### config.mk
export PLATFORM = sky130hd
export DESIGN_NAME = lsuResultWriteback
export DESIGN_NICKNAME = d
export VERILOG_FILES = /design/src/hdl/lsuPkg.sv /design/src/hdl/lsuResultWriteback.sv
export SDC_FILE = /design/constraint.sdc
export NUM_CORES = 1
export LEC_CHECK = 0
export BUFFER_PORTS_ARGS = -buffer_cell sky130_fd_sc_hd__buf_2
export CAP_MARGIN = 10
export CORE_ASPECT_RATIO = 1.25
export CORE_UTILIZATION = 34
export CTS_CLUSTER_DIAMETER = 40
export DETAILED_ROUTE_END_ITERATION = 7
export HOLD_SLACK_MARGIN = 0.1
export MAX_ROUTING_LAYER = met4
export PLACE_DENSITY = 0.75
export SYNTH_ARGS = -nofsm -noshare
export SYNTH_HDL_FRONTEND = slang
export SYNTH_SLANG_ARGS = --single-unit
### constraint.sdc
create_clock -name clk -period 1.1 [get_ports clk]
set_input_delay 0.055 -clock clk [delete_from_list [all_inputs] [get_ports clk]]
set_output_delay 0.055 -clock clk [all_outputs]
set_load 0.02 [all_outputs]
### src/hdl/lsuPkg.sv
`default_nettype none

package lsuPkg;

    // ********************
    // widths
    // ********************
    localparam int DataWidth    = 16;
    localparam int RegAddrWidth = 4;

    typedef logic [DataWidth-1:0]    dataWord;
    typedef logic [RegAddrWidth-1:0] regAddr;
    typedef logic [3:0]              minorOp;

    localparam minorOp OpLoad  = 4'd0;
    localparam minorOp OpStore = 4'd1;
    localparam minorOp OpSwap  = 4'd2; // old value comes back, new value goes in

    // ********************
    // address map
    // ********************
    localparam dataWord IoBase    = 16'd384;
    localparam dataWord IoLimit   = 16'd511;
    localparam dataWord CacheBase = 16'd1024; // everything above goes through the cache

    localparam int FixedDepth      = 1024;
    localparam int FixedIndexWidth = $clog2(FixedDepth);
    localparam int IoRegCount      = 16;
    localparam int IoIndexWidth    = $clog2(IoRegCount);
    localparam int CacheLines      = 16;
    localparam int CacheIndexWidth = $clog2(CacheLines);
    localparam int CacheTagWidth   = DataWidth - CacheIndexWidth;

    typedef logic [1:0] portSel;

    localparam portSel PortFixed = 2'd0;
    localparam portSel PortIo    = 2'd1;
    localparam portSel PortCache = 2'd2;

endpackage

`default_nettype wire
### src/hdl/lsuResultWriteback.sv
`timescale 1ns/100ps
`default_nettype none

module lsuResultWriteback
    import lsuPkg::*;
(
    input  logic    clk,
    input  logic    clkEn,
    input  logic    rstN,
    input  logic    req,
    input  logic    dispatch,
    input  minorOp  curOp,
    input  regAddr  curReg,
    input  logic    fixedDone,
    input  logic    ioDone,
    input  logic    cacheDone,
    input  logic    badOpDone,
    input  dataWord fixedData,
    input  dataWord ioData,
    input  dataWord cacheData,
    output logic    unitIdle,
    output logic    ack,
    output logic    error,
    output dataWord loadData,
    output logic    wbValid,
    output regAddr  wbReg,
    output dataWord wbData
);

    typedef enum logic [1:0] {
        idle,
        busy,
        acked
    } wbState;

    wbState  state;
    logic    anyDone;
    logic    writesReg;
    dataWord doneData;

    assign anyDone   = fixedDone || ioDone || cacheDone || badOpDone;
    assign writesReg = (curOp == OpLoad) || (curOp == OpSwap);

    always_comb begin
        doneData = fixedData;
        if (ioDone) begin
            doneData = ioData;
        end else if (cacheDone) begin
            doneData = cacheData;
        end
    end

    always_ff @(posedge clk) begin
        if (!rstN) begin
            state   <= idle;
            wbValid <= 1'b0;
            error   <= 1'b0;
        end else if (clkEn) begin
            wbValid <= 1'b0; // one cycle pulse alongside the rising ack
            case (state)
                idle: begin
                    if (dispatch) state <= busy;
                end
                busy: begin
                    if (anyDone) begin
                        state   <= acked;
                        error   <= badOpDone;
                        wbValid <= writesReg && !badOpDone;
                    end
                end
                acked: begin
                    if (!req) state <= idle;
                end
                default: state <= idle;
            endcase
        end
    end

    always_ff @(posedge clk) begin
        if (clkEn && state == busy && anyDone) begin
            loadData <= doneData;
            wbReg    <= curReg;
            wbData   <= doneData;
        end
    end

    assign ack      = state == acked;
    assign unitIdle = state == idle;

    holdAck: assert property (@(posedge clk) disable iff (!rstN)
        ack && req |=> ack);

endmodule

`default_nettype wire

==> out/qor.yml <==
cells_and_area:
  area.growth.synth_to_final_pct: 62.8
  num_antenna_cells: 0
  fin_nets: 291
  drive_gt1_share_pct: 52.9
  final_area_sq_um: 2050
  final_cell_mix: "buf_2 (102), dlygate4sd3_1 (21), edfxtp_1 (20)"
  fill_cells: 309
  stdcell_count: 264
  final_common_cell: "buf_2"
clock_tree:
  path_clk_slew_ps: 80
  cts.sinks: 24
  tritoncts: "built"
  htreeDepth: 1
  cts_made_buffers: 3
  cts_buffer_depth: 2
  root_buffer: "clkbuf_8"
  clock_latency_ps: 260
timing:
  setup_ws_ps: -5.80
  setup_viol: 5
  worst_clock_skew_ps: 5.98
  period_share_pct: 101
  slew_viol_final: 0
  final_hold_viol_count: 0
  grt_setup_unrepaired: "yes"
  timing.hold.ws_ps: 102
  tns_ps: -25.5
  relSlewSlack_pct: 81.0
  fmaxAchievable_ghz: 0.904
  worst_slew_pin_slew_ps: 282
  period_minus_slack_ps: 1110
grt:
  grt_pass1_wl_um: 5060
  grt_pass1_vias: 1207
  gr-usage-all-layers_pct: 16.8
  grt-ovfl-total: 0
  grt_max_degree: 33
  antenna_found_initial: 0
critical_path:
  start_kind: "register"
  required_ps: 1080
  r2r_cells: 2
  r2r-end: "wbReg[2]$_DFFE_PP_"
  crit_type: "register to register"
  rrSetupSlack_ps: -6
  cp-end-kind: "register"
  critPathArrivalTime_ps: 1090
  r2r-start: "state[1]$_SDFFE_PN0P_"
  path_max_fanout: 12
yosys:
  synth_xor_area_share_pct: 0
  ys_types: 20
  synth-seq-cells: 24
  synth_fp_nets: 175
  ys_seq_area_share_pct: 54.2
  syn_area_per_cell_sq_um: 11.4
  synth_top_family_by_area: "multiplexers"
  yosys.area_share.simple_pct: 11.1
  synthAdderAreaFrac_pct: 0
  yosys_warnings: 0
  synth_compound_gate_area_share_pct: 9.46
  muxShareOfSynthArea_pct: 13.5
  netlist_area_sq_um: 1260
  syn_inst: 110
power:
  p_sw_share_pct: 21.5
  clkPwrFrac_pct: 34.2
  p_sw_uw: 475
  p_leak_nw: 0.981
  irDropWorstVdd_mv: 0.674
  seqPwrFrac_pct: 46.5
  p_per_area_nw_per_um2: 1080
  p_comb_share_pct: 19.3
  p_int_mw: 1.74
detailed_routing:
  vias: 1247
  drt_iter0_drc: 17
  drc: 0
  ant_nets: 0
  routed_wl_um: 3360
  routed_via_density: 4.72
  drtPass1Iterations: 4
  avgRoutedWirePerCell_um: 12.7
placement:
  place.gp.congestion: 0.778
  placed_area_sq_um: 1750
  dp_cells: 238
  dp_hpwl_um: 2450
  dp_slack_ps: -84.3
  placement.io_buffers: 103
die:
  start_util_pct: 35.8
  die-area_sq_um: 3940
  core-area_sq_um: 3510
  die_h_um: 70.0
  ios: 105
  chipWidth_um: 56.4
  num_rows: 24
hold_path:
  holdPathStages: 4
  holdPathEnd: "state[0]$_SDFFE_PN0P_"
  hold_class: "input port to register"
  min_from: "fixedDone"
flow_run:
  max_cap_violations: 0
run_status:
  violations: "negative setup slack"
  status: "complete, but fails checks"
-- how the worst max path moves through the flow --
stage	startpoint	endpoint	slack, ps	depth (start not counted)
global placement	badOpDone	wbData[6]$_DFFE_PP_	-60	4
detailed placement	badOpDone	wbData[11]$_DFFE_PP_	-80	4
global route	state[1]$_SDFFE_PN0P_	wbReg[2]$_DFFE_PP_	-30	2
floorplan	state[1]$_SDFFE_PN0P_	wbData[0]$_DFFE_PP_	-40	1
finish	state[1]$_SDFFE_PN0P_	wbReg[2]$_DFFE_PP_	-6	2
CTS	state[1]$_SDFFE_PN0P_	wbData[2]$_DFFE_PP_	-2	2
-- cell usage after synthesis, drive strengths merged --
| cell | number | area (sq um) |
|---|---|---|
| a21boi | 2 | 15.0 |
| a31oi | 1 | 6.26 |
| a32o | 1 | 10.0 |
| and4bb | 1 | 16.3 |
| buf | 18 | 136 |
| clkbuf | 3 | 11.3 |
| dfxtp | 4 | 80.1 |
| edfxtp | 20 | 601 |
| mux2i | 17 | 170 |
| nand2 | 18 | 67.6 |
| nand2b | 1 | 6.26 |
| nand3b | 1 | 7.51 |
| nor2 | 1 | 3.75 |
| nor2b | 3 | 18.8 |
| nor4 | 2 | 18.8 |
| o21a | 1 | 7.51 |
| o21ai | 16 | 80.1 |
-- sequential cells by signal, summed over array words and instances, names as in the netlist --
signal and count:
error 1, state 2, wbData 16, wbReg 4
wbValid 1
-- area by class of cell --
cell class,count,area (sq um),share of cell area (%)
timing repair buffer,132,813,39.8
clock buffer,3,41.3,2.02
tap,39,48.8,2.39
sequential,24,682,33.3
multi-input combinational,65,430,21.0
clock inverter,1,30.0,1.47
-- power by group through the flow --
stage,Combinational [mW],Sequential (mW),Clock [mW]
2_1_floorplan,0.162,1.07,0
3_3_place_gp,0.356,1.05,0
3_5_place_dp,0.361,1.05,0
4_1_cts,0.422,1.03,0.767
5_1_grt,0.465,1.03,0.802
6_report,0.428,1.03,0.755
-- critical path, cell delays in order, from the launching register on --
cell,delay [ps]
dfxtp_2,330
and4bb_4,350
buf_12,150
-- through the flow --
| stage | util, % | power [mW] |
|---|---|---|
| 4_1_cts | 58.1 | 2.22 |
| 3_3_place_gp | 49.9 | 1.40 |
| 6_report | 58.2 | 2.21 |
| 5_1_grt | 58.2 | 2.30 |
| 3_5_place_dp | 49.9 | 1.41 |
| 2_1_floorplan | - | 1.24 |
-- metal layers --
layer | global-route usage (%) | wire length, um | part of all wire, %
met3 | 2.22 | 167 | 5.0
met4 | 5.96 | 76 | 2.3
met2 | 32.5 | 1890 | 56
met5 | - | 0 | 0
met1 | 16.9 | 1220 | 36
-- cell families after synthesis --
group / after synthesis
and+or+nand+nor: 27
muxes: 17
DFF: 24
buffers and inverters: 21
AOI/OAI and AO/OA: 21
-- repair_timing --
| item | 4_1_cts | 5_1_grt |
|---|---|---|
| pin swaps | 1 | 0 |
| setup buffers | 1 | 0 |
| hold endpoints to repair | 22 | 0 |
| hold buffers | 21 | 0 |
| resized for setup | 0 | 2 |
| setup endpoints to repair | 20 | 16 |
Note: power is estimated with default switching activity, not from simulation.
