**src/hdl/lsuPkg.sv**
```systemverilog
`default_nettype none

package lsuPkg;

    // ********************
    // widths
    // ********************
    localparam int DataWidth    = 16;
    localparam int RegAddrWidth = 4;

    typedef logic [DataWidth-1:0]    dataWord;
    typedef logic [RegAddrWidth-1:0] regAddr;
    typedef logic [3:0]              minorOp;

    localparam minorOp OpLoad  = 4'd0;
    localparam minorOp OpStore = 4'd1;
    localparam minorOp OpSwap  = 4'd2; // old value comes back, new value goes in

    // ********************
    // address map
    // ********************
    localparam dataWord IoBase    = 16'd384;
    localparam dataWord IoLimit   = 16'd511;
    localparam dataWord CacheBase = 16'd1024; // everything above goes through the cache

    localparam int FixedDepth      = 1024;
    localparam int FixedIndexWidth = $clog2(FixedDepth);
    localparam int IoRegCount      = 16;
    localparam int IoIndexWidth    = $clog2(IoRegCount);
    localparam int CacheLines      = 16;
    localparam int CacheIndexWidth = $clog2(CacheLines);
    localparam int CacheTagWidth   = DataWidth - CacheIndexWidth;

    typedef logic [1:0] portSel;

    localparam portSel PortFixed = 2'd0;
    localparam portSel PortIo    = 2'd1;
    localparam portSel PortCache = 2'd2;

endpackage

`default_nettype wire
```
**src/hdl/directMappedCache.sv**
```systemverilog
`timescale 1ns/100ps
`default_nettype none

module directMappedCache
    import lsuPkg::*;
(
    input  logic    clk,
    input  logic    clkEn,
    input  logic    rstN,
    input  logic    start,
    input  minorOp  op,
    input  dataWord addr,
    input  dataWord wdata,
    output logic    done,
    output dataWord rdata,
    output logic    memReq,
    input  logic    memAck,
    output logic    memWrite,
    output dataWord memAddr,
    output dataWord memWdata,
    input  dataWord memRdata
);

    typedef enum logic [2:0] {
        idle,
        lookup,
        fetch,
        fetchRelease,
        write,
        writeRelease,
        finish
    } cacheState;

    cacheState                  state;
    logic                       lineValid [CacheLines];
    logic [CacheTagWidth-1:0]   lineTag [CacheLines];
    dataWord                    lineData [CacheLines];
    dataWord                    oldValue;
    logic [CacheIndexWidth-1:0] index;
    logic [CacheTagWidth-1:0]   tag;
    logic                       hit;

    assign index = addr[CacheIndexWidth-1:0];
    assign tag   = addr[DataWidth-1:CacheIndexWidth];
    assign hit   = lineValid[index] && (lineTag[index] == tag);

    // ********************
    // control
    // ********************
    always_ff @(posedge clk) begin
        if (!rstN) begin
            state <= idle;
            for (int i = 0; i < CacheLines; i++) begin
                lineValid[i] <= 1'b0;
            end
        end else if (clkEn) begin
            case (state)
                idle: begin
                    if (start) state <= lookup;
                end
                lookup: begin
                    if (op == OpStore) begin
                        state <= write; // no allocate, so a store never fetches
                    end else if (!hit) begin
                        state <= fetch;
                    end else if (op == OpSwap) begin
                        state <= write;
                    end else begin
                        state <= idle; // load hit is answered right here
                    end
                end
                fetch: begin
                    if (memAck) begin
                        lineValid[index] <= 1'b1;
                        state            <= fetchRelease;
                    end
                end
                fetchRelease: begin
                    if (!memAck) state <= (op == OpSwap) ? write : finish;
                end
                write: begin
                    if (memAck) state <= writeRelease;
                end
                writeRelease: begin
                    if (!memAck) state <= finish;
                end
                default: state <= idle;
            endcase
        end
    end

    // ********************
    // line storage
    // ********************
    always_ff @(posedge clk) begin
        if (clkEn) begin
            if (state == lookup && hit) begin
                oldValue <= lineData[index];
            end
            if (state == fetch && memAck) begin
                lineTag[index]  <= tag;
                lineData[index] <= memRdata;
                oldValue        <= memRdata;
            end
            // after a swap fill the line hits here as well
            if (state == write && memAck && hit) begin
                lineData[index] <= wdata;
            end
        end
    end

    assign done  = ((state == lookup) && (op == OpLoad) && hit) || (state == finish);
    assign rdata = (state == lookup) ? lineData[index] : oldValue;

    assign memReq   = (state == fetch) || (state == write);
    assign memWrite = state == write;
    assign memAddr  = addr;
    assign memWdata = wdata;

    startInIdle: assert property (@(posedge clk) disable iff (!rstN)
        start |-> state == idle);

    // backing memory handshake is four phase
    holdMemReq: assert property (@(posedge clk) disable iff (!rstN)
        memReq && !memAck |=> memReq);

endmodule

`default_nettype wire

```
**config.mk**
```make
export PLATFORM = sky130hd
export DESIGN_NAME = directMappedCache
export DESIGN_NICKNAME = d
export VERILOG_FILES = /design/src/hdl/lsuPkg.sv /design/src/hdl/directMappedCache.sv
export SDC_FILE = /design/constraint.sdc
export NUM_CORES = 1
export LEC_CHECK = 0
export BUFFER_PORTS_ARGS = -buffer_cell sky130_fd_sc_hd__buf_2
export CORE_MARGIN = 8
export CORE_UTILIZATION = 61
export CTS_CLUSTER_DIAMETER = 50
export DETAILED_ROUTE_END_ITERATION = 7
export PLACE_DENSITY = 0.91
export SYNTH_ARGS = -nofsm -noshare
export SYNTH_HDL_FRONTEND = slang
export SYNTH_SLANG_ARGS = --single-unit
export TNS_END_PERCENT = 10
```
**constraint.sdc**
```tcl
create_clock -name clk -period 6.2 [get_ports clk]
set_input_delay 1.24 -clock clk [delete_from_list [all_inputs] [get_ports clk]]
set_output_delay 1.24 -clock clk [all_outputs]
set_load 0.005 [all_outputs]
```
==> results_dict.tcl <==
set metrics [dict create \
    drv_slew 0 \
    drc 0 \
    crit_type "in -> out" \
    row_count 65 \
    p_leak_uw 0.00732 \
    synthesis.nets 1017 \
    crit_path_top_delay_cell "buf_4" \
    drtIter0Drc 930 \
    setup_viol 0 \
    timing.fmax_mhz 186 \
    ys_ff_latch 483 \
    clkTransAtPathRegs_ns 0.06 \
    route.antenna.remaining_nets 0 \
    postCtsResizedCells 0 \
    critPathLaunchType "input port" \
    crit_chain "buf_4 > buf_4 > mux2_2 > o22ai_1 > a221oi_1 > xnor2_1 > a21oi_1 > nor4_4 > nand3_1 > nand2_1 > buf_2" \
    die_w_um 196 \
    drtPass1Iterations 6 \
    vdd_ir_drop_max_uv 227 \
    cp_max_fo 48 \
    period_share 0.867 \
    core_area_sq_um 31600 \
    grt_use_total 0.239 \
    layout_common_cells "edfxtp_1 (464), mux4_2 (117), buf_2 (104)" \
    yosys_warnings 0 \
    busiest_layer "met2" \
    synth_area_sq_um 19700 \
    arrival_ns 4.14 \
    synth_edf_count 464 \
    rsz0062_at_grt "no" \
    globalplace.congestion 0.808 \
    ctsHoldBuffers 0 \
    grt_pass1_vias 10778 \
    critPathMaxStageDelay_ns 0.55 \
    cts_sinks 483 \
    timing.final.ws_setup_ns 0.824 \
    synth_ff_type "edfxtp_1" \
    antenna_found_initial 0 \
    crit_path_frequent_cell "buf_4" \
    vias_per_cell 6.66 \
    grt_max_degree 51 \
    p_per_area_nw_per_um2 303 \
    root_buffer "clkbuf_16" \
    num_antenna_cells 0 \
    max_slew_margin 0.254 \
    drive_gt1_frac 0.385 \
    vias 10086 \
    gr-total-overflow 0 \
    holdWs_ns 0.461 \
    syn_to_final_growth_pct 12.9 \
    hold_viol_final 0 \
    die_height_um 196 \
    synth_cells 960 \
    layout_commonest_cell "edfxtp_1" \
    drv_cap 0 \
    grt_pass1_wl_mm 68.4 \
    wl_per_cell_um 30.2 \
    drt-total-wl_mm 45.8 \
    h-tree-depth 2 \
    syn_avg_cell_area_sq_um 20.5 \
    min_path_type "reg -> reg" \
    start_util 0.622 \
    dp_hpwl_mm 26.7 \
    grt_use_met3 0.0486 \
    clock_latency_ns 0.56 \
    grt.met2_usage 0.416 \
    required_ns 4.96 \
    ys_async_sr_fraction 0 \
    tritoncts "yes" \
    finalSetupTns_ns 0 \
    skew_ns 0.0278 \
    gr-usage-met1 0.291 \
    cts_buffers 47 \
    dp_slack_ns 0.799 \
    tightest_slew_ns 1.12 \
    critPathCaptureType "primary output" \
    dieArea_sq_um 38300 \
    io_pins 108 \
    clockBufferDepth 3 \
    cts_setup_buffers 0 \
    min_period_ns 5.38 \
    port_buffers 107 \
    status "finished, final reports clean" \
    synth.distinct_cells 49 \
    nNetsFinal 1133 \
    seq_area_frac_synth 0.727 \
]
[synthesized netlist by cell type (all sizes together) (4+ instances only)]
cell,instances,area (sq um)
o21a,17,128
nor2b,9,56.3
clkbuf,17,63.8
a21oi,8,40.0
edfxtp,464,13900
a211oi,17,128
mux4,117,2640
a221oi,4,35.0
buf,67,432
xor2,10,87.6
mux2,61,739
mux2i,32,320
nand2,17,63.8
xnor2,12,105
o21ai,6,30.0
dfxtp,19,380
nor2,23,86.3
nand3,6,42.5
o22ai,6,37.5
nand2b,8,50.1
[through the flow]
step | total power, uW | cell area (sq um) | utilization | std cells
floorplan | 3900 | 19700 | - | 960
global placement | 4000 | 20700 | 0.655 | 1429
detailed placement | 4010 | 20700 | 0.655 | 1429
CTS | 6760 | 22200 | 0.703 | 1514
global route | 6900 | 22200 | 0.703 | 1514
finish | 6740 | 22200 | 0.703 | 1514
[path summary, 6_finish.rpt]
path / start / to / slack [ns] / cells past startpoint
min: lineValid[5] / lineValid[5] / 0.46 / 1
max reg2reg: lineTag[1][3] / lineData[6][14] / 2.09 / 8
max: addr[3] / done / 0.82 / 11
min reg2reg: lineValid[5] / lineValid[5] / 0.46 / 1
[worst max-delay path: cells and delay by family]
kind | cells | cell delay (ns)
xor gates and xnor gates | 1 | 0.16
buffers and inverters | 3 | 1.18
and+or+nand+nor | 3 | 0.71
muxes | 1 | 0.39
AOI/OAI and AO/OA | 3 | 0.40
[state kept, by name, summed over array words and instances (netlist names)]
signal     flops
state          3
lineTag      192
lineData     256
oldValue      16
lineValid     16
[layout make-up]
cell class	count	area [sq um]
clock buffer	65	1290
clock inverter	20	221
fill	1773	9400
inverter	2	7.51
multi-input combinational	391	5010
sequential	483	14300
tap	402	503
timing repair buffer	151	893
[per-layer routing]
metal  part of all wire  wire [um]  vias to the layer above
met5                  0          0                        -
met4              0.040       1850                        0
met3              0.088       4010                      126
met2               0.52      23700                      611
met1               0.35      16200                     5194
li1                   -          -                     4155
[cells by family (layout without fill, tap and decap cells)]
| kind of cell | after synthesis | after routing | share of synthesized area |
|---|---|---|---|
| and+or+nand+nor | 84 | 84 | 0.0232 |
| AOI/OAI and AO/OA | 75 | 75 | 0.0270 |
| buffers and inverters | 86 | 238 | 0.0255 |
| xor gates and xnor gates | 22 | 22 | 0.00978 |
| DFF | 483 | 483 | 0.727 |
| muxes | 210 | 210 | 0.188 |
[power breakdown]
group | total [uW] | leakage, uW | internal (uW) | switching [uW]
Combinational | 364 | 0.00226 | 160 | 204
Clock | 2790 | 0.000741 | 1600 | 1200
Sequential | 3580 | 0.00432 | 3580 | 4.01
No activity file was read; power rests on OpenSTA's default activity.
