File: src/hdl/lsuPkg.sv
`default_nettype none

package lsuPkg;

    // ********************
    // widths
    // ********************
    localparam int DataWidth    = 16;
    localparam int RegAddrWidth = 4;

    typedef logic [DataWidth-1:0]    dataWord;
    typedef logic [RegAddrWidth-1:0] regAddr;
    typedef logic [3:0]              minorOp;

    localparam minorOp OpLoad  = 4'd0;
    localparam minorOp OpStore = 4'd1;
    localparam minorOp OpSwap  = 4'd2; // old value comes back, new value goes in

    // ********************
    // address map
    // ********************
    localparam dataWord IoBase    = 16'd384;
    localparam dataWord IoLimit   = 16'd511;
    localparam dataWord CacheBase = 16'd1024; // everything above goes through the cache

    localparam int FixedDepth      = 1024;
    localparam int FixedIndexWidth = $clog2(FixedDepth);
    localparam int IoRegCount      = 16;
    localparam int IoIndexWidth    = $clog2(IoRegCount);
    localparam int CacheLines      = 16;
    localparam int CacheIndexWidth = $clog2(CacheLines);
    localparam int CacheTagWidth   = DataWidth - CacheIndexWidth;

    typedef logic [1:0] portSel;

    localparam portSel PortFixed = 2'd0;
    localparam portSel PortIo    = 2'd1;
    localparam portSel PortCache = 2'd2;

endpackage

`default_nettype wire
File: src/hdl/lsuAddressDecode.sv
`timescale 1ns/100ps
`default_nettype none

module lsuAddressDecode
    import lsuPkg::*;
(
    input  logic    clk,
    input  logic    clkEn,
    input  logic    rstN,
    input  logic    req,
    input  minorOp  op,
    input  dataWord addr,
    input  dataWord storeData,
    input  regAddr  destReg,
    input  logic    unitIdle,
    output logic    dispatch,
    output minorOp  curOp,
    output dataWord curAddr,
    output dataWord curData,
    output regAddr  curReg,
    output logic    fixedStart,
    output logic    ioStart,
    output logic    cacheStart,
    output logic    badOpDone
);

    logic   inCache;
    logic   inIo;
    portSel regionSel;
    portSel curPort;
    logic   pending;
    logic   opValid;

    assign dispatch = req && unitIdle;

    assign inCache = addr >= CacheBase;
    assign inIo    = (addr >= IoBase) && (addr <= IoLimit);

    always_comb begin
        case ({inCache, inIo})
            2'b01:   regionSel = PortIo;
            2'b10:   regionSel = PortCache;
            default: regionSel = PortFixed; // both set cannot happen, fixed memory takes it
        endcase
    end

    always_ff @(posedge clk) begin
        if (!rstN) begin
            pending <= 1'b0;
        end else if (clkEn) begin
            pending <= dispatch; // start goes out the cycle after capture
        end
    end

    always_ff @(posedge clk) begin
        if (clkEn && dispatch) begin
            curOp   <= op;
            curAddr <= addr;
            curData <= storeData;
            curReg  <= destReg;
            curPort <= regionSel;
        end
    end

    assign opValid = (curOp == OpLoad) || (curOp == OpStore) || (curOp == OpSwap);

    assign fixedStart = pending && opValid && (curPort == PortFixed);
    assign ioStart    = pending && opValid && (curPort == PortIo);
    assign cacheStart = pending && opValid && (curPort == PortCache);
    assign badOpDone  = pending && !opValid;

    // ********************
    // checks
    // ********************
    oneStart: assert property (@(posedge clk) disable iff (!rstN)
        $onehot0({fixedStart, ioStart, cacheStart, badOpDone}));

    // writeback must leave idle once an operation is taken
    noDoubleCapture: assert property (@(posedge clk) disable iff (!rstN)
        clkEn && dispatch |=> !dispatch);

endmodule

`default_nettype wire

File: config.mk
export PLATFORM = sky130hd
export DESIGN_NAME = lsuAddressDecode
export DESIGN_NICKNAME = d
export VERILOG_FILES = /design/src/hdl/lsuPkg.sv /design/src/hdl/lsuAddressDecode.sv
export SDC_FILE = /design/constraint.sdc
export NUM_CORES = 1
export LEC_CHECK = 0
export BUFFER_PORTS_ARGS = -buffer_cell sky130_fd_sc_hd__buf_2
export CAP_MARGIN = 20
export CORE_ASPECT_RATIO = 1.1
export CORE_UTILIZATION = 40
export CTS_BUF_LIST = sky130_fd_sc_hd__clkbuf_8
export DETAILED_ROUTE_END_ITERATION = 10
export GPL_TIMING_DRIVEN = 0
export PLACE_DENSITY_LB_ADDON = 0.08
export SLEW_MARGIN = 10
export SYNTH_ARGS = -nofsm -noshare
export SYNTH_HDL_FRONTEND = slang
export SYNTH_SLANG_ARGS = --single-unit
export TNS_END_PERCENT = 50
File: constraint.sdc
create_clock -name clk -period 4 [get_ports clk]
set_input_delay 0.4 -clock clk [delete_from_list [all_inputs] [get_ports clk]]
set_output_delay 0.4 -clock clk [all_outputs]
set_load 0.01 [all_outputs]
==> impl_metrics.sql, run 1 <==
INSERT INTO impl_metrics (metric_group, metric, value, unit) VALUES
('status', 'outcome', 'finished, final reports clean', ''),
('drt', 'route.vias.total', '881', ''),
('clocking', 'worst_setup_hold_path_clk_slew', '0.07', 'ns'),
('finish', 'antenna_cells', '0', ''),
('synthesis', 'synth_top_flop_cell', 'sky130_fd_sc_hd__edfxtp_1', ''),
('global_route', 'grt_start_max_net_pins', '24', ''),
('worst_hold_path', 'timing.hold.worst_endpoint', 'curData[10]$_DFFE_PP_', ''),
('drt', 'routed_via_density', '4.34', ''),
('critical_path', 'reg2reg_from', 'pending$_SDFFE_PN0P_', ''),
('sta', 'timing.final.crit_share', '0.462', ''),
('critical_path', 'cp_slowest_cell', 'sky130_fd_sc_hd__edfxtp_1', ''),
('clocking', 'total_cts_buffers', '5', ''),
('floorplan', 'ios', '90', ''),
('synthesis', 'mappedNetlistNets', '103', ''),
('critical_path', 'arrival', '1.45', 'ns'),
('drt', 'ant_nets', '0', ''),
('critical_path', 'timing.critical_path.to_type', 'output pin', ''),
('critical_path', 'critPathLaunchType', 'register', ''),
('floorplan', 'floorplan.die_area', '0.00371', 'mm2'),
('sta', 'grt_setup_unrepaired', 'false', ''),
('sta', 'final_setup_skew', '0', 'ns'),
('sta', 'timing.final.hold_violations', '0', ''),
('sta', 'final.setup.tns', '0', 'ns'),
('clocking', 'cts_hold_repair.buffers', '0', ''),
('synthesis', 'count_of_mapped_cells_out_of_synthesis', '58', ''),
('drt', 'detail_route.first_pass.iterations', '4', ''),
('finish', 'num-nets-final', '200', ''),
('finish', 'num-fill-cells', '269', ''),
('drt', 'drt-initial-drc-count', '29', ''),
('floorplan', 'die-width', '58.1', 'um'),
('power', 'cellLeakagePower', '0.854', 'nW'),
('synthesis', 'synth_area_leader_cell', 'sky130_fd_sc_hd__edfxtp_1', ''),
('placement', 'port-buffer-count', '89', ''),
('placement', 'place.gp.congestion', '0.648', ''),
('synthesis', 'async_flop_share', '0', ''),
('sta', 'fmaxAchievable', '541', 'MHz'),
('sta', 'report.final.slew_viol_count', '0', ''),
('global_route', 'grt_first_pass_wirelength', '3.46', 'mm'),
('synthesis', 'synth_most_common_cell', 'sky130_fd_sc_hd__edfxtp_1', ''),
('global_route', 'antenna_violations_before_repair', '0', ''),
('synthesis', 'ys_ff_latch', '43', ''),
('drt', 'remaining_drc_errors', '0', ''),
('critical_path', 'crit_required', '3.60', 'ns'),
('clocking', 'ctsLongestPathBuffers', '2', ''),
('finish', 'drive_above_1_share', '0.639', ''),
('floorplan', 'design.core.area', '0.00333', 'mm2'),
('power', 'power_switching', '0.000163', 'W'),
('sta', 'setup_viol_count_final', '0', ''),
('synthesis', 'count_of_flip_flops_with_a_built_in_enable_after_synthesis', '42', ''),
('placement', 'dp_slack', '2.43', 'ns'),
('finish', 'flow.area_growth_from_synthesis', '44.1', '%'),
('placement', 'dpl-instance-area', '0.00192', 'mm2'),
('global_route', 'overflow', '0', ''),
('power', 'power_density', '415', 'mW/mm2'),
('power', 'intPower', '0.000665', 'W'),
('clocking', 'number_of_post_cts_setup_repair_buffers', '0', ''),
('clocking', 'cts.sinks', '43', ''),
('sta', 'timing.final.crit_period', '1.85', 'ns'),
('synthesis', 'yosys-top-cells-area', 'sky130_fd_sc_hd__edfxtp_1, sky130_fd_sc_hd__dfxtp_1, sky130_fd_sc_hd__nor4b_1', ''),
('global_route', 'global_route.usage.total', '0.134', ''),
('sta', 'worst_slack', '2.15', 'ns'),
('synthesis', 'synth_cell_type_count', '15', ''),
('synthesis', 'portion_of_the_post_synthesis_area_used_by_sequential_elements', '0.924', ''),
('critical_path', 'cp_cell_sequence', 'a211o_1, nor4b_1, buf_2', ''),
('drt', 'route.final.wire_length', '2.33', 'mm'),
('synthesis', 'syn-mean-instance-area', '23.9', 'um2'),
('placement', 'dp.final_hpwl', '1.76', 'mm'),
('critical_path', 'timing.setup.critical_path_class', 'register to output pin', ''),
('finish', 'post_layout_nonfiller_instances', '203', ''),
('critical_path', 'r2r_setup_slack', '3.28', 'ns'),
('clocking', 'tritoncts', 'done', '');
==> cell families (layout without fill, tap and decap cells) <==
family / after synthesis / count (layout) / synth area share
flops: 43 / 43 / 0.924
buf+inv: 1 / 98 / 0.00270
simple gates: 12 / 12 / 0.0614
compound gates: 2 / 2 / 0.0117
==> registers in the layout (all words and copies together), names as in the netlist <==
name and count:
curOp 4, curPort 2, pending 1, curAddr 16
curData 16, curReg 4
==> routing by layer <==
metal / GRT usage / up-vias / wire (um)
met1: 0.117 / 408 / 821
met2: 0.236 / 49 / 1280
li1: - / 422 / -
met4: 0.0804 / 0 / 22
met3: 0.0668 / 2 / 212
met5: 0 / - / 0
==> critical path: cells and delay by family, from the launching register on <==
kind                   cells  cell delay, ns
flip-flops                 1            0.38
AO/OA/AOI/OAI              1            0.34
AND/OR/NAND/NOR            1            0.26
buffers and inverters      1            0.18
==> power groups by stage <==
stage | Clock [W] | Sequential, W | Combinational (W)
finish | 0.000243 | 0.000522 | 0.0000629
global route | 0.000270 | 0.000525 | 0.0000687
CTS | 0.000254 | 0.000523 | 0.0000642
detailed placement | 0 | 0.000533 | 0.0000641
global placement | 0 | 0.000532 | 0.0000598
floorplan | 0 | 0.000544 | 0.00000845
==> layout make-up <==
class | count | area (um2) | share of cell area
flip-flops and latches | 43 | 1280 | 0.641
inverters | 1 | 3.75 | 0.00188
multi-input cells | 14 | 103 | 0.0513
well taps | 48 | 60.1 | 0.0301
clock buffers | 5 | 68.8 | 0.0344
clock inverters | 2 | 8.76 | 0.00438
repair buffers | 90 | 473 | 0.237
==> stage by stage <==
step	total power, W	hold WS [ns]
after floorplan	0.000553	0.499
final	0.000828	0.288
after global routing	0.000863	0.269
after CTS	0.000841	0.273
after global placement	0.000592	0.576
after detailed placement	0.000597	0.578
==> worst max path at each step <==
stage / cells after the start / slack, ns / startpoint / end
2_1_floorplan: 1 / 2.12 / req / curAddr[0]$_DFFE_PP_
3_3_place_gp: 2 / 1.71 / req / curData[0]$_DFFE_PP_
3_5_place_dp: 3 / 2.43 / req / curReg[3]$_DFFE_PP_
4_1_cts: 3 / 2.13 / curOp[1]$_DFFE_PP_ / ioStart
5_1_grt: 3 / 2.04 / curOp[1]$_DFFE_PP_ / ioStart
6_report: 3 / 2.15 / curOp[1]$_DFFE_PP_ / fixedStart
==> placed cells by master (no fill, tap or decap), types with 2 or more instances in the layout <==
cell and count:
sky130_fd_sc_hd__buf_2 89, sky130_fd_sc_hd__edfxtp_1 42, sky130_fd_sc_hd__clkbuf_8 5, sky130_fd_sc_hd__nor4b_1 2
(Power assumes the default switching activity.)
==> inputs of run 2 (changes only) <==
CORE_UTILIZATION = 39   (was 40)
clock period = 1.5 ns   (was 4 ns; I/O delays follow)
==> run 2 against run 1 <==
The run now ends with negative setup slack left. Hold slack got worse by 0.25 ns. Count of clock-buffer cells in the layout stayed put. Final cell count down 0.49%. Setup slack lost 2.2 ns. Flip-flop and latch count unchanged. Register-to-register slack lost 2.5 ns. Highest routed layer unchanged. Design area shrank 0.44%. Largest power group unchanged. Utilization down 0.75 points. Die area up 2.5%. First-iteration DRC count down 41%. Sequential share of layout area up 0.28 points.
==> impl_metrics.sql, run 2 (synthesis gave the netlist of run 1 again) <==
INSERT INTO impl_metrics (metric_group, metric, value, unit) VALUES
('placement', 'place.gp.congestion', '0.614', ''),
('critical_path', 'arrival', '1.45', 'ns'),
('finish', 'antenna_cells', '0', ''),
('critical_path', 'timing.setup.critical_path_class', 'register to output pin', ''),
('clocking', 'cts_htree_levels', '2', ''),
('drt', 'drt-initial-drc-count', '17', ''),
('power', 'share_seq_of_total_power', '0.636', ''),
('worst_hold_path', 'min-delay-path-class', 'primary input to register', ''),
('sta', 'timing.final.crit_share', '1.06', ''),
('floorplan', 'die-width', '58.8', 'um'),
('critical_path', 'max_stage_delay', '0.39', 'ns'),
('drt', 'route.final.wire_length', '2.48', 'mm'),
('sta', 'final.setup.tns', '-0.250', 'ns'),
('sta', 'timing.final.hold_violations', '0', ''),
('finish', 'mostFrequentLayoutCell', 'sky130_fd_sc_hd__buf_2', ''),
('drt', 'ant_nets', '0', ''),
('clocking', 'number_of_post_cts_setup_repair_buffers', '0', ''),
('worst_hold_path', 'holdCritStartpoint', 'storeData[8]', ''),
('sta', 'max_slew.worst_pin.slew', '0.922', 'ns'),
('sta', 'max-slew-margin-rel', '0.386', ''),
('placement', 'dp_slack', '0.0517', 'ns'),
('global_route', 'grt_start_max_net_pins', '44', ''),
('sta', 'fmaxAchievable', '627', 'MHz'),
('critical_path', 'reg2reg_from', 'pending$_SDFFE_PN0P_', ''),
('sta', 'report.final.slew_viol_count', '0', ''),
('power', 'cellLeakagePower', '0.844', 'nW'),
('critical_path', 'critPathLaunchType', 'register', ''),
('clocking', 'tritoncts', 'done', ''),
('status', 'outcome', 'finished with violations', ''),
('floorplan', 'ios', '90', ''),
('floorplan', 'placementRows', '22', ''),
('critical_path', 'cp_cell_sequence', 'a211o_1, and4bb_2, buf_6', ''),
('power', 'power_switching', '0.000426', 'W'),
('finish', 'largestRegisters', 'curAddr: 16 flops, curData: 16 flops', ''),
('critical_path', 'cp_slowest_cell', 'sky130_fd_sc_hd__edfxtp_1', ''),
('sta', 'timing.final.crit_period', '1.60', 'ns'),
('clocking', 'cts_hold_repair.buffers', '0', ''),
('finish', 'num-fill-cells', '293', ''),
('drt', 'route.vias.total', '893', ''),
('clocking', 'ctsLongestPathBuffers', '2', ''),
('power', 'intPower', '0.00177', 'W'),
('finish', 'num-nets-final', '199', ''),
('power', 'clockPowerShare', '0.290', ''),
('floorplan', 'floorplan.die_area', '0.00380', 'mm2'),
('sta', 'final_setup_skew', '0', 'ns'),
('finish', 'finish.utilization', '0.592', ''),
('clocking', 'cts.sinks', '43', ''),
('floorplan', 'die_h', '64.5', 'um'),
('drt', 'drt-wirelength-per-cell', '12.3', 'um'),
('global_route', 'global_route.usage.total', '0.138', ''),
('critical_path', 'timing.critical_path.to_type', 'output pin', ''),
('critical_path', 'timing.rr.end', 'pending$_SDFFE_PN0P_', ''),
('global_route', 'grt_use_met2', '0.261', ''),
('power', 'power.share.combinational', '0.074', ''),
('critical_path', 'critical-path-top-delay-family', 'flip-flops', ''),
('clocking', 'worst_setup_hold_path_clk_slew', '0.07', 'ns'),
('worst_hold_path', 'timing.hold.worst_endpoint', 'curData[8]$_DFFE_PP_', ''),
('global_route', 'grt_first_pass_wirelength', '3.71', 'mm'),
('critical_path', 'r2r_cells', '2', ''),
('global_route', 'grt_util_met3', '0.0499', ''),
('power', 'vdd.ir_drop.worst', '0.000782', 'V'),
('global_route', 'overflow', '0', ''),
('power', 'power_density', '1100', 'mW/mm2'),
('clocking', 'ctsRootBufferMaster', 'sky130_fd_sc_hd__clkbuf_8', ''),
('finish', 'most-common-layout-cells', 'sky130_fd_sc_hd__buf_2, sky130_fd_sc_hd__edfxtp_1, sky130_fd_sc_hd__clkbuf_8', ''),
('critical_path', 'crit_fanout', '4', ''),
('finish', 'flow.area_growth_from_synthesis', '43.5', '%'),
('finish', 'drive_above_1_share', '0.649', ''),
('clocking', 'clk_latency', '0.28', 'ns'),
('drt', 'detail_route.first_pass.iterations', '3', ''),
('placement', 'port-buffer-count', '89', ''),
('sta', 'worst_slack', '-0.0955', 'ns'),
('clocking', 'total_cts_buffers', '5', ''),
('placement', 'dp.final_hpwl', '1.85', 'mm'),
('power', 'finalPower', '0.00220', 'W'),
('floorplan', 'initial_core_util', '0.413', ''),
('critical_path', 'crit_start', 'curOp[0]$_DFFE_PP_', ''),
('sta', 'grt_setup_unrepaired', 'true', ''),
('floorplan', 'design.core.area', '0.00336', 'mm2'),
('finish', 'design_area', '0.00199', 'mm2'),
('global_route', 'first_global_vias', '915', ''),
('global_route', 'top_usage_layer', 'met2', ''),
('drt', 'routed_via_density', '4.42', ''),
('critical_path', 'crit_required', '1.35', 'ns'),
('worst_hold_path', 'hold_depth', '1', ''),
('power', 'p_sw_frac', '0.194', ''),
('critical_path', 'cp_num_buf_inv', '1', ''),
('critical_path', 'r2r_setup_slack', '0.78', 'ns'),
('drt', 'remaining_drc_errors', '0', ''),
('global_route', 'global_route.usage.met1', '0.123', ''),
('status', 'violations', 'negative setup slack', ''),
('placement', 'dpl-instance-area', '0.00189', 'mm2'),
('global_route', 'antenna_violations_before_repair', '0', ''),
('sta', 'setup_viol_count_final', '4', ''),
('run', 'timing.max_cap.violations', '0', '');
## run 2: worst max-delay path by stage
stage	depth (start not counted)	slack (ns)	endpoint
2_1_floorplan	2	0.15	fixedStart
3_3_place_gp	2	0.06	curAddr[3]$_DFFE_PP_
3_5_place_dp	2	0.05	curReg[2]$_DFFE_PP_
4_1_cts	3	-0.11	fixedStart
5_1_grt	3	-0.16	ioStart
6_report	3	-0.1	cacheStart
## run 2: area by class of cell
class | count | area [um2] | share of cell area
flip-flops and latches | 43 | 1280 | 0.644
repair buffers | 89 | 452 | 0.227
multi-input cells | 14 | 115 | 0.0579
clock buffers | 5 | 68.8 | 0.0346
well taps | 48 | 60.1 | 0.0302
clock inverters | 2 | 8.76 | 0.00440
inverters | 1 | 3.75 | 0.00189
## run 2: what timing repair did
action | in CTS | in global routing
resized for setup | 2 | 1
pin swaps | 0 | 2
endpoints found under the setup margin | 4 | 4
endpoints found under the hold margin | 0 | 0
## run 2: through the flow
stage	hold slack, ns	std cells
detailed placement	0.328	195
global placement	0.327	195
floorplan	0.249	58
finish	0.0415	202
global route	0.0241	202
CTS	0.0299	202
## run 2: worst register-to-register path: cells and delay by family, from the launching register on
family          cells  cell delay, ns
flops               1            0.33
compound gates      1            0.16
simple gates        1            0.13
## run 2: power by group through the flow
| stage | registers (W) | logic, W | clock network (W) |
|---|---|---|---|
| finish | 0.00140 | 0.000164 | 0.000637 |
| global route | 0.00140 | 0.000179 | 0.000709 |
| CTS | 0.00140 | 0.000166 | 0.000666 |
| detailed placement | 0.00142 | 0.000165 | 0 |
| global placement | 0.00142 | 0.000161 | 0 |
| floorplan | 0.00145 | 0.0000228 | 0 |
## run 2: metal layers
metal  vias up  share of wire  wire length (um)
li1        422              -                 -
met1       413           0.37               908
met2        53           0.54              1330
met3         5          0.081               202
met4         0          0.015                38
met5         -              0                 0
