`config.mk`:
```
export PLATFORM = sky130hd
export DESIGN_NAME = ioRegisterBank
export DESIGN_NICKNAME = d
export VERILOG_FILES = /design/src/hdl/lsuPkg.sv /design/src/hdl/ioRegisterBank.sv
export SDC_FILE = /design/constraint.sdc
export NUM_CORES = 1
export LEC_CHECK = 0
export BUFFER_PORTS_ARGS = -buffer_cell sky130_fd_sc_hd__buf_2
export CAP_MARGIN = 30
export CELL_PAD_IN_SITES_DETAIL_PLACEMENT = 2
export CELL_PAD_IN_SITES_GLOBAL_PLACEMENT = 2
export CORE_MARGIN = 5
export CORE_UTILIZATION = 45
export CTS_BUF_LIST = sky130_fd_sc_hd__clkbuf_16
export DETAILED_ROUTE_END_ITERATION = 6
export GPL_ROUTABILITY_DRIVEN = 0
export HOLD_SLACK_MARGIN = 0.12
export PLACE_DENSITY = 0.92
export SYNTH_ARGS = -nofsm -noshare
export SYNTH_HDL_FRONTEND = slang
export SYNTH_SLANG_ARGS = --single-unit
```
`constraint.sdc`:
```
create_clock -name clk -period 10.4 [get_ports clk]
set_clock_uncertainty 0.2 [all_clocks]
set_input_delay 1.56 -clock clk [delete_from_list [all_inputs] [get_ports clk]]
set_output_delay 1.56 -clock clk [all_outputs]
set_load 0.1 [all_outputs]
```
`src/hdl/lsuPkg.sv`:
```
`default_nettype none

package lsuPkg;

    // ********************
    // widths
    // ********************
    localparam int DataWidth    = 16;
    localparam int RegAddrWidth = 4;

    typedef logic [DataWidth-1:0]    dataWord;
    typedef logic [RegAddrWidth-1:0] regAddr;
    typedef logic [3:0]              minorOp;

    localparam minorOp OpLoad  = 4'd0;
    localparam minorOp OpStore = 4'd1;
    localparam minorOp OpSwap  = 4'd2; // old value comes back, new value goes in

    // ********************
    // address map
    // ********************
    localparam dataWord IoBase    = 16'd384;
    localparam dataWord IoLimit   = 16'd511;
    localparam dataWord CacheBase = 16'd1024; // everything above goes through the cache

    localparam int FixedDepth      = 1024;
    localparam int FixedIndexWidth = $clog2(FixedDepth);
    localparam int IoRegCount      = 16;
    localparam int IoIndexWidth    = $clog2(IoRegCount);
    localparam int CacheLines      = 16;
    localparam int CacheIndexWidth = $clog2(CacheLines);
    localparam int CacheTagWidth   = DataWidth - CacheIndexWidth;

    typedef logic [1:0] portSel;

    localparam portSel PortFixed = 2'd0;
    localparam portSel PortIo    = 2'd1;
    localparam portSel PortCache = 2'd2;

endpackage

`default_nettype wire
```
`src/hdl/ioRegisterBank.sv`:
```
`timescale 1ns/100ps
`default_nettype none

module ioRegisterBank
    import lsuPkg::*;
(
    input  logic    clk,
    input  logic    clkEn,
    input  logic    rstN,
    input  logic    start,
    input  minorOp  op,
    input  dataWord addr,
    input  dataWord wdata,
    output logic    done,
    output dataWord rdata,
    output dataWord ioPins
);

    dataWord                 ioReg [IoRegCount];
    logic [IoIndexWidth-1:0] index;
    logic                    writes;

    // only the low bits select a register, so the window repeats
    assign index  = addr[IoIndexWidth-1:0];
    assign writes = (op == OpStore) || (op == OpSwap);

    always_ff @(posedge clk) begin
        if (!rstN) begin
            for (int i = 0; i < IoRegCount; i++) begin
                ioReg[i] <= '0;
            end
            done <= 1'b0;
        end else if (clkEn) begin
            done <= start;
            if (start && writes) begin
                ioReg[index] <= wdata;
            end
        end
    end

    always_ff @(posedge clk) begin
        if (clkEn && start) begin
            rdata <= ioReg[index]; // old value for load and swap
        end
    end

    assign ioPins = ioReg[0];

endmodule

`default_nettype wire

```
==> results of run 1 <==
per-stage QoR:
step	cells	power, W	util
after floorplan	801	0.00145	-
after global placement	1151	0.00151	0.485
after detailed placement	1160	0.00155	0.491
after CTS	1212	0.00256	0.525
after global routing	1212	0.00261	0.525
final	1213	0.00256	0.525
per-layer routing:
layer / vias to the layer above / track usage
li1: 3063 / -
met1: 4175 / 0.444
met2: 572 / 0.516
met3: 116 / 0.0536
met4: 4 / 0.146
met5: - / 0
power breakdown:
part           leakage [nW]  total, W  internal [W]  switching, W
registers              2.59   0.00130       0.00127     0.0000326
logic                  1.24  0.000243     0.0000688      0.000174
clock network         0.445   0.00101      0.000552      0.000462
synthesized netlist by cell type, types with 3 or more instances:
| master | number | area [µm²] |
|---|---|---|
| nand4_1 | 3 | 18.8 |
| buf_2 | 19 | 95.1 |
| mux4_2 | 64 | 1440 |
| o21ai_0 | 16 | 80.1 |
| edfxtp_1 | 272 | 8170 |
| nor2_1 | 258 | 968 |
| a22oi_1 | 32 | 240 |
| clkbuf_1 | 36 | 135 |
| nor2b_1 | 5 | 31.3 |
| nand2_1 | 82 | 308 |
state kept, by name (all words and copies together) (netlist names):
| signal | count |
|---|---|
| ioReg | 256 |
| done | 1 |
| rdata | 16 |
worst register-to-register path, cell delays in order, from the launching register on:
cell	delay, ns
edfxtp_1	0.41
mux4_2	0.46
a22oi_1	0.54
nand2_1	0.14
cells by family after synthesis:
group	count (synthesis)
XOR/XNOR	1
buffers and inverters	59
AND/OR/NAND/NOR	355
flip-flops	273
multiplexers	64
AO/OA/AOI/OAI	49
worst paths after layout:
| kind | startpoint | endpoint | slack [ns] | depth (start not counted) |
|---|---|---|---|---|
| max | addr[0] | ioReg[7][14] | 5.38 | 7 |
| max reg2reg | ioReg[0][10] | rdata[10] | 8.36 | 3 |
| min | ioReg[14][11] | rdata[11] | 0.61 | 3 |
| min reg2reg | ioReg[14][11] | rdata[11] | 0.61 | 3 |
cell type report:
cell class                 count  area (µm²)  area share
sequential                   273        8190       0.617
multi-input combinational    469        3190       0.241
clock buffer                  29         726      0.0547
timing repair buffer          88         593      0.0447
tap                          330         413      0.0311
clock inverter                23         148      0.0111
antenna                        1        2.50    0.000189
==> reports/results.tsv, run 1 <==
metric	value	unit
clock root buffer	clkbuf_16	
Skew-Pair Late Insertion Delay	0.55	ns
ratio of cells with drive above 1 in the final layout	0.228	
CP Max Fanout	68	
drt wl/cell	38.3	µm
Max Cap Viol	0	
Post-synth EDFFs	272	
largest net degree at the start of global routing	69	
Worst VDD drop	0.107	mV
Worst-path clk slew	0.06	ns
gr ovfl total	0	
post-synthesis mux area share	0.124	
DRT Pass-1 Iters	5	
Syn Area/Cell	14.5	µm²
Area Growth Syn to Fin	14.3	%
CTS H-tree lvls	1	
Pwr per Cell Area	193	nW/µm²
worst relative slew slack	0.332	
DRT Wirelength	46500	µm
Metal-1 WL	17900	µm
Post-synth ARST share	0	
commonest cells after routing, fill and taps aside	272 x edfxtp_1, 257 x nor2_1, 82 x nand2_1, 64 x mux4_2, 59 x buf_2	
Post-Route Setup TNS	0	ns
critical path, cell by cell	buf_4 > buf_4 > nand2_1 > nand4b_1 > buf_4 > o21ai_1 > buf_4	
worst path bufs/invs	4	
Hold Vio Cnt, Final	0	
CP Data Required Time	10.41	ns
Adder-Cell Fraction of Synth Area	0	
post-synthesis cell area	11600	µm²
kind of end point of the critical path	flop	
die width	171	µm
post-route minimum period	5.02	ns
synth warn	0	
routed vias/inst	6.54	
HPWL after detailed placement	26500	µm
RSZ-0062 raised after global routing	false	
Die H	171	µm
vias in the first global route	8487	
Leak Pwr	4.28	nW
Synth cell types	21	
post_cts resized	0	
outcome	finished clean	
Net Count, Synth	841	
commonest non-fill, non-tap cell in the layout	edfxtp_1	
largest family of logic cells by synthesized area	multiplexers	
critical path's most frequent cell	buf_4	
Final ANT Viol Nets	0	
CP peak stage delay	0.88	ns
CTS Buffer Depth	3	
hold_buf cts	0	
post-synthesis register bit count	273	
simple-gate share of the synthesized area	0.119	
fin area	13300	µm²
core area	25300	µm²
num ports	73	
top_reg_cell synth	edfxtp_1	
dpl cell area	12400	µm²
Final setup viols	0	
fill count	2265	
final worst slack	5.38	ns
Hold WS	0.607	ns
Slew @ Worst Pin	1.00	ns
Cells after Synth	801	
initial drt markers	1267	
DRC	0	
critical path's slowest cell	o21ai_1	
Tcrit/Tclk final	0.483	
IO Port Bufs	60	
DP Worst Slack	5.01	ns
CTS Buf Count	29	
Slew Viols, Final	0	
metal3 WL	3930	µm
register area share after synthesis	0.706	
via count	7930	
WS Path Type	input port to flop	
Post-CTS Setup Inserts	0	
first-pass GRT wire length	67000	µm
clk sinks	273	
top layer in use	met5	
CP startpoint kind	input port	
die area	29100	µm²
Starting Density	0.460	
detailed route wirelength on metal2	22200	µm
Hold Crit Class	flop to flop	
f_max	0.199	GHz
CTS tree	done	
initial antenna violation count	4	
WP data arrival	5.03	ns
CP top delay family	buffers and inverters	
xor/xnor cell area share of the yosys netlist	0.000755	
row count	58	
fin nets	901	
area fraction in compound gates after synthesis	0.0282	
total global-route track usage	0.324	
(Power assumes the default switching activity.)
==> run 2, diff against run 1 <==
--- a/config.mk
+++ b/config.mk
@@ -10,12 +10,12 @@
 export CELL_PAD_IN_SITES_DETAIL_PLACEMENT = 2
 export CELL_PAD_IN_SITES_GLOBAL_PLACEMENT = 2
 export CORE_MARGIN = 5
-export CORE_UTILIZATION = 45
+export CORE_UTILIZATION = 44
 export CTS_BUF_LIST = sky130_fd_sc_hd__clkbuf_16
 export DETAILED_ROUTE_END_ITERATION = 6
 export GPL_ROUTABILITY_DRIVEN = 0
 export HOLD_SLACK_MARGIN = 0.12
-export PLACE_DENSITY = 0.92
+export PLACE_DENSITY = 0.91
 export SYNTH_ARGS = -nofsm -noshare
 export SYNTH_HDL_FRONTEND = slang
 export SYNTH_SLANG_ARGS = --single-unit
==> constraint.sdc (replaced) <==
create_clock -name clk -period 5 [get_ports clk]
set_clock_uncertainty 0.2 [all_clocks]
set_input_delay 0.75 -clock clk [delete_from_list [all_inputs] [get_ports clk]]
set_output_delay 0.75 -clock clk [all_outputs]
set_load 0.1 [all_outputs]
==> run 2 against run 1 <==
Compared with the run above:
- sequential share of layout area barely moved
- register-to-register slack worse by 5.5 ns
- first-iteration DRC count shrank 12%
- via count up 2.0%
- critical path type unchanged
- critical endpoint is now ioReg[4][11]
- largest cell class unchanged
- largest power group unchanged
==> reports/results.tsv, run 2 (synthesis gave the netlist of run 1 again) <==
metric	value	unit
HPWL after detailed placement	27000	µm
max FFs per register	256	
Area Growth Syn to Fin	14.3	%
Hold WS	0.359	ns
reg-to-reg startpoint	ioReg[0][9]	
CTS H-tree lvls	1	
Switching Share	0.266	
reg2reg end	rdata[9]	
Max Cap Viol	0	
CTS tree	done	
drt wl/cell	37.5	µm
commonest cells after routing, fill and taps aside	272 x edfxtp_1, 257 x nor2_1, 82 x nand2_1, 64 x mux4_2, 59 x buf_2	
fill count	2403	
clk sinks	273	
P_sw	0.00142	W
Worst VDD drop	0.261	mV
CP startpoint	rstN	
vias in the first global route	8582	
dpl cells	1172	
Top reg by flops	ioReg	
logic gate share of total power	0.095	
final worst slack	1.56	ns
gr ovfl total	0	
worst hold endpoint	done	
power share of the clock group	0.401	
die width	172	µm
Hold Vio Cnt, Final	0	
ratio of cells with drive above 1 in the final layout	0.229	
WP data arrival	3.48	ns
Hold Path Stages	3	
hold_buf cts	0	
kind of end point of the critical path	flop	
DP Worst Slack	1.32	ns
Final setup viols	0	
Post-CTS Setup Inserts	0	
Hold Crit Class	input port to flop	
biggest regs	ioReg x256, rdata x16, done x1	
initial drt markers	1113	
Worst-path clk slew	0.07	ns
Finished Core Util	0.510	
Die H	172	µm
CP Data Required Time	5.04	ns
core area	26000	µm²
CTS Buf Count	29	
Tcrit/Tclk final	0.688	
CP startpoint kind	input port	
DRT Pass-1 Iters	5	
outcome	finished clean	
power share of the sequential group	0.504	
post_cts resized	0	
post-route insts no fill	1224	
post-route minimum period	3.44	ns
IO Port Bufs	60	
Final ANT Viol Nets	0	
f_max	0.291	GHz
Pint	0.00392	W
largest net degree at the start of global routing	57	
DRC	0	
initial antenna violation count	2	
Skew-Pair Late Insertion Delay	0.57	ns
Reg2Reg Depth	3	
Pwr per Cell Area	403	nW/µm²
WS Path Type	input port to flop	
total global-route track usage	0.311	
DRT Wirelength	45900	µm
num ports	73	
Leak Pwr	4.29	nW
# diodes	0	
CTS Buffer Depth	3	
die area	29700	µm²
first-pass GRT wire length	64800	µm
via count	8086	
RSZ-0062 raised after global routing	false	
worst relative slew slack	0.394	
row count	59	
Worst Hold Launch	clkEn	
reg2reg setup slack	2.87	ns
commonest non-fill, non-tap cell in the layout	edfxtp_1	
Slew @ Worst Pin	0.903	ns
clock root buffer	clkbuf_16	
fin nets	908	
Slew Viols, Final	0	
routed vias/inst	6.61	
Starting Density	0.447	
Post-Route Setup TNS	0	ns
CP Max Fanout	45	
==> run 2: cell count changes in the layout (fill, tap and decap cells not counted), sizes merged <==
cell / previous run / this run
buf: 88 / 95
clkinv: 15 / 9
clkinvlp: 1 / 3
diode: 1 / 0
inv: 5 / 9
==> run 2: worst max-delay path, stage by stage <==
cell and delay [ns]:
buf_2 0.38, nor3b_2 0.49, nand4_1 0.24, buf_4 0.40
o21ai_1 0.80, buf_4 0.38
==> run 2: cell type report <==
cell class / count / area (µm²) / area share
Clock inverter: 23 / 153 / 0.0115
Tap cell: 335 / 419 / 0.0316
Multi-Input combinational cell: 469 / 3180 / 0.240
Timing Repair Buffer: 95 / 597 / 0.0450
Sequential cell: 273 / 8190 / 0.617
Clock buffer: 29 / 726 / 0.0547
==> run 2: worst max-delay path by stage <==
stage	to	slack, ns	cells after the start
floorplan	ioReg[11][0]	1.22	5
detailed placement	ioReg[4][14]	1.32	6
global route	ioReg[4][14]	1.46	6
finish	ioReg[4][11]	1.56	6
global placement	ioReg[4][10]	1.59	6
CTS	ioReg[4][12]	1.62	6
==> run 2: routing by layer <==
metal	GRT usage	wire, µm
met5	0	13
met4	0.147	2700
met3	0.0562	4230
met2	0.510	22000
met1	0.404	17000
==> run 2: power by group through the flow <==
stage          combinational (W)  sequential (W)  clock, W
2_1_floorplan           0.000212         0.00280         0
3_3_place_gp            0.000452         0.00270         0
3_5_place_dp            0.000485         0.00273         0
4_1_cts                 0.000500         0.00269   0.00214
5_1_grt                 0.000516         0.00270   0.00225
6_report                0.000507         0.00269   0.00214
==> run 2: stage by stage <==
stage	cell area, µm²	power (W)
floorplan	11600	0.00301
global placement	12300	0.00316
detailed placement	12400	0.00322
CTS	13300	0.00534
global route	13300	0.00546
finish	13300	0.00534
==> run 3, diff against run 2 <==
--- a/config.mk
+++ b/config.mk
@@ -5,12 +5,13 @@
 export SDC_FILE = /design/constraint.sdc
 export NUM_CORES = 1
 export LEC_CHECK = 0
+export ABC_AREA = 1
 export BUFFER_PORTS_ARGS = -buffer_cell sky130_fd_sc_hd__buf_2
 export CAP_MARGIN = 30
 export CELL_PAD_IN_SITES_DETAIL_PLACEMENT = 2
 export CELL_PAD_IN_SITES_GLOBAL_PLACEMENT = 2
 export CORE_MARGIN = 5
-export CORE_UTILIZATION = 44
+export CORE_UTILIZATION = 39
 export CTS_BUF_LIST = sky130_fd_sc_hd__clkbuf_16
 export DETAILED_ROUTE_END_ITERATION = 6
 export GPL_ROUTABILITY_DRIVEN = 0
==> constraint.sdc (replaced) <==
create_clock -name clk -period 3.5 [get_ports clk]
set_clock_uncertainty 0.2 [all_clocks]
set_input_delay 0.525 -clock clk [delete_from_list [all_inputs] [get_ports clk]]
set_output_delay 0.525 -clock clk [all_outputs]
set_load 0.1 [all_outputs]
==> run 3 against run 2 <==
Compared with the run above:
- wire length grew 10%
- worst hold slack gained 0.012 ns
- total power grew 44%
- register-to-register slack lost 1.1 ns
- largest cell class unchanged
- critical path depth grew 1
- die area grew 25%
==> reports/results.tsv, run 3 <==
metric	value	unit
outcome	finished clean	
Final setup viols	0	
Leak Pwr	6.40	nW
Tcrit/Tclk final	0.851	
max FFs per register	256	
commonest cells after routing, fill and taps aside	705 x nand2_1, 272 x edfxtp_1, 176 x nor2_1, 69 x inv_1, 64 x nor3_1	
ranking of synthesized cells by area	edfxtp_1 63%, nand2_1 20%, nor2_1 5.1%	
Hold Vio Cnt, Final	0	
vias in the first global route	11817	
top cells by count, synth	705 x nand2_1, 272 x edfxtp_1, 178 x nor2_1	
drt wl/cell	26.3	µm
post_cts resized	0	
Hold Crit Class	input port to flop	
post-synthesis register bit count	273	
total global-route track usage	0.272	
Worst VDD drop	0.425	mV
Post-synth EDFFs	272	
Final ANT Viol Nets	0	
synth warn	0	
top_reg_cell synth	edfxtp_1	
CP top delay family	simple AND/OR/NAND/NOR gates	
first-pass GRT wire length	75300	µm
fin nets	1493	
die width	193	µm
core area	33300	µm²
kind of end point of the critical path	flop	
num ports	73	
DRT Pass-1 Iters	5	
Pwr per Cell Area	527	nW/µm²
Net Count, Synth	1456	
hold_buf cts	2	
post-synth top area cell	edfxtp_1	
CTS tree	done	
Finished Core Util	0.439	
simple-gate share of the synthesized area	0.314	
initial drt markers	932	
post-synthesis mux area share	0	
Skew-Pair Late Insertion Delay	0.61	ns
fill count	3583	
Top reg by flops	ioReg	
worst relative slew slack	0.333	
ratio of cells with drive above 1 in the final layout	0.120	
f_max	0.336	GHz
IO Port Bufs	60	
gr ovfl total	0	
area fraction in compound gates after synthesis	0.00192	
Die H	193	µm
Syn Area/Cell	9.19	µm²
largest net degree at the start of global routing	68	
worst path bufs/invs	3	
RSZ-0062 raised after global routing	false	
Slew @ Worst Pin	0.997	ns
DRT Wirelength	50500	µm
die area	37100	µm²
reg2reg setup slack	1.75	ns
Post-CTS Setup Inserts	0	
commonest non-fill, non-tap cell in the layout	nand2_1	
critical path's slowest cell	nand2_1	
initial antenna violation count	1	
register area share after synthesis	0.629	
xor/xnor cell area share of the yosys netlist	0	
Starting Density	0.391	
Post-synth ARST share	0	
clock root buffer	clkbuf_16	
Slew Viols, Final	0	
HPWL after detailed placement	30700	µm
post-route minimum period	2.98	ns
Worst-path clk slew	0.06	ns
Post-Route Setup TNS	0	ns
Yosys top cell area share	0.627	
via count	10627	
row count	67	
largest family of logic cells by synthesized area	simple AND/OR/NAND/NOR gates	
critical path, cell by cell	dlygate4sd3_1 > buf_2 > nand2_2 > nor3b_4 > buf_4 > nand4_4 > nand2_1	
Synth cell types	23	
WP data arrival	2.99	ns
CTS H-tree lvls	1	
post-synthesis cell area	13000	µm²
Max Cap Viol	0	
routed vias/inst	5.52	
most frequent cell after synthesis	nand2_1	
DRC	0	
CP Data Required Time	3.51	ns
biggest regs	ioReg x256, rdata x16, done x1	
clk sinks	273	
WS Path Type	input port to flop	
Area Growth Syn to Fin	12.1	%
Cells after Synth	1416	
CTS Buffer Depth	3	
Adder-Cell Fraction of Synth Area	0	
CP Max Fanout	16	
CTS Buf Count	31	
CP startpoint kind	input port	
CP peak stage delay	0.77	ns
[run 3: final cells by class]
type	count	area, µm²	share of cell area
flip-flops and latches	273	8190	0.561
multi-input cells	992	4120	0.282
clock buffers	31	776	0.0531
repair buffers	98	631	0.0432
well taps	448	561	0.0384
inverters	57	216	0.0148
clock inverters	24	105	0.00720
diodes	1	2.50	0.000171
[run 3: worst paths after layout]
kind | start | end | depth (start not counted)
setup reg to reg | ioReg[4][14] | rdata[14] | 8
hold reg to reg | ioReg[11][8] | rdata[8] | 8
setup / recovery | clkEn | ioReg[4][3] | 7
hold / removal | wdata[3] | ioReg[1][3] | 3
[run 3: kinds of logic (layout without fill, tap and decap cells)]
group,after synthesis,in the layout
and+or+nand+nor,987,987
DFF,273,273
buffers and inverters,151,210
AOI/OAI and AO/OA,5,5
other,0,1
[run 3: worst register-to-register path: stages (launching register included)]
cell and delay, ns:
edfxtp_1 0.39, nand2_1 0.11, nand2_1 0.09, nand2_1 0.14
nand2_1 0.15, nand2_1 0.11, nand2_1 0.07, inv_1 0.12
nand2_1 0.09
[run 3: routing by layer]
metal / up-vias / GRT usage / share of wire
li1: 4584 / - / -
met1: 5494 / 0.331 / 0.39
met2: 389 / 0.480 / 0.51
met3: 160 / 0.0286 / 0.043
met4: 0 / 0.136 / 0.053
met5: - / 0 / 0
[run 3: stage by stage]
step                      setup slack, ns  hold slack, ns  cell area [µm²]  cells  total power [W]
final                               0.523           0.371            14600   1924          0.00769
after global placement              0.602           0.259            13700   1865          0.00462
after floorplan                     0.525           0.481            13000   1416          0.00441
after CTS                           0.572           0.355            14600   1923          0.00771
after detailed placement            0.438           0.280            13700   1866          0.00471
after global routing                0.467           0.385            14600   1924          0.00793
[run 3: power by group]
part	internal, W	switching [W]
sequential	0.00376	0.0000707
clock	0.00159	0.00142
combinational	0.000165	0.000688
total	0.00551	0.00218
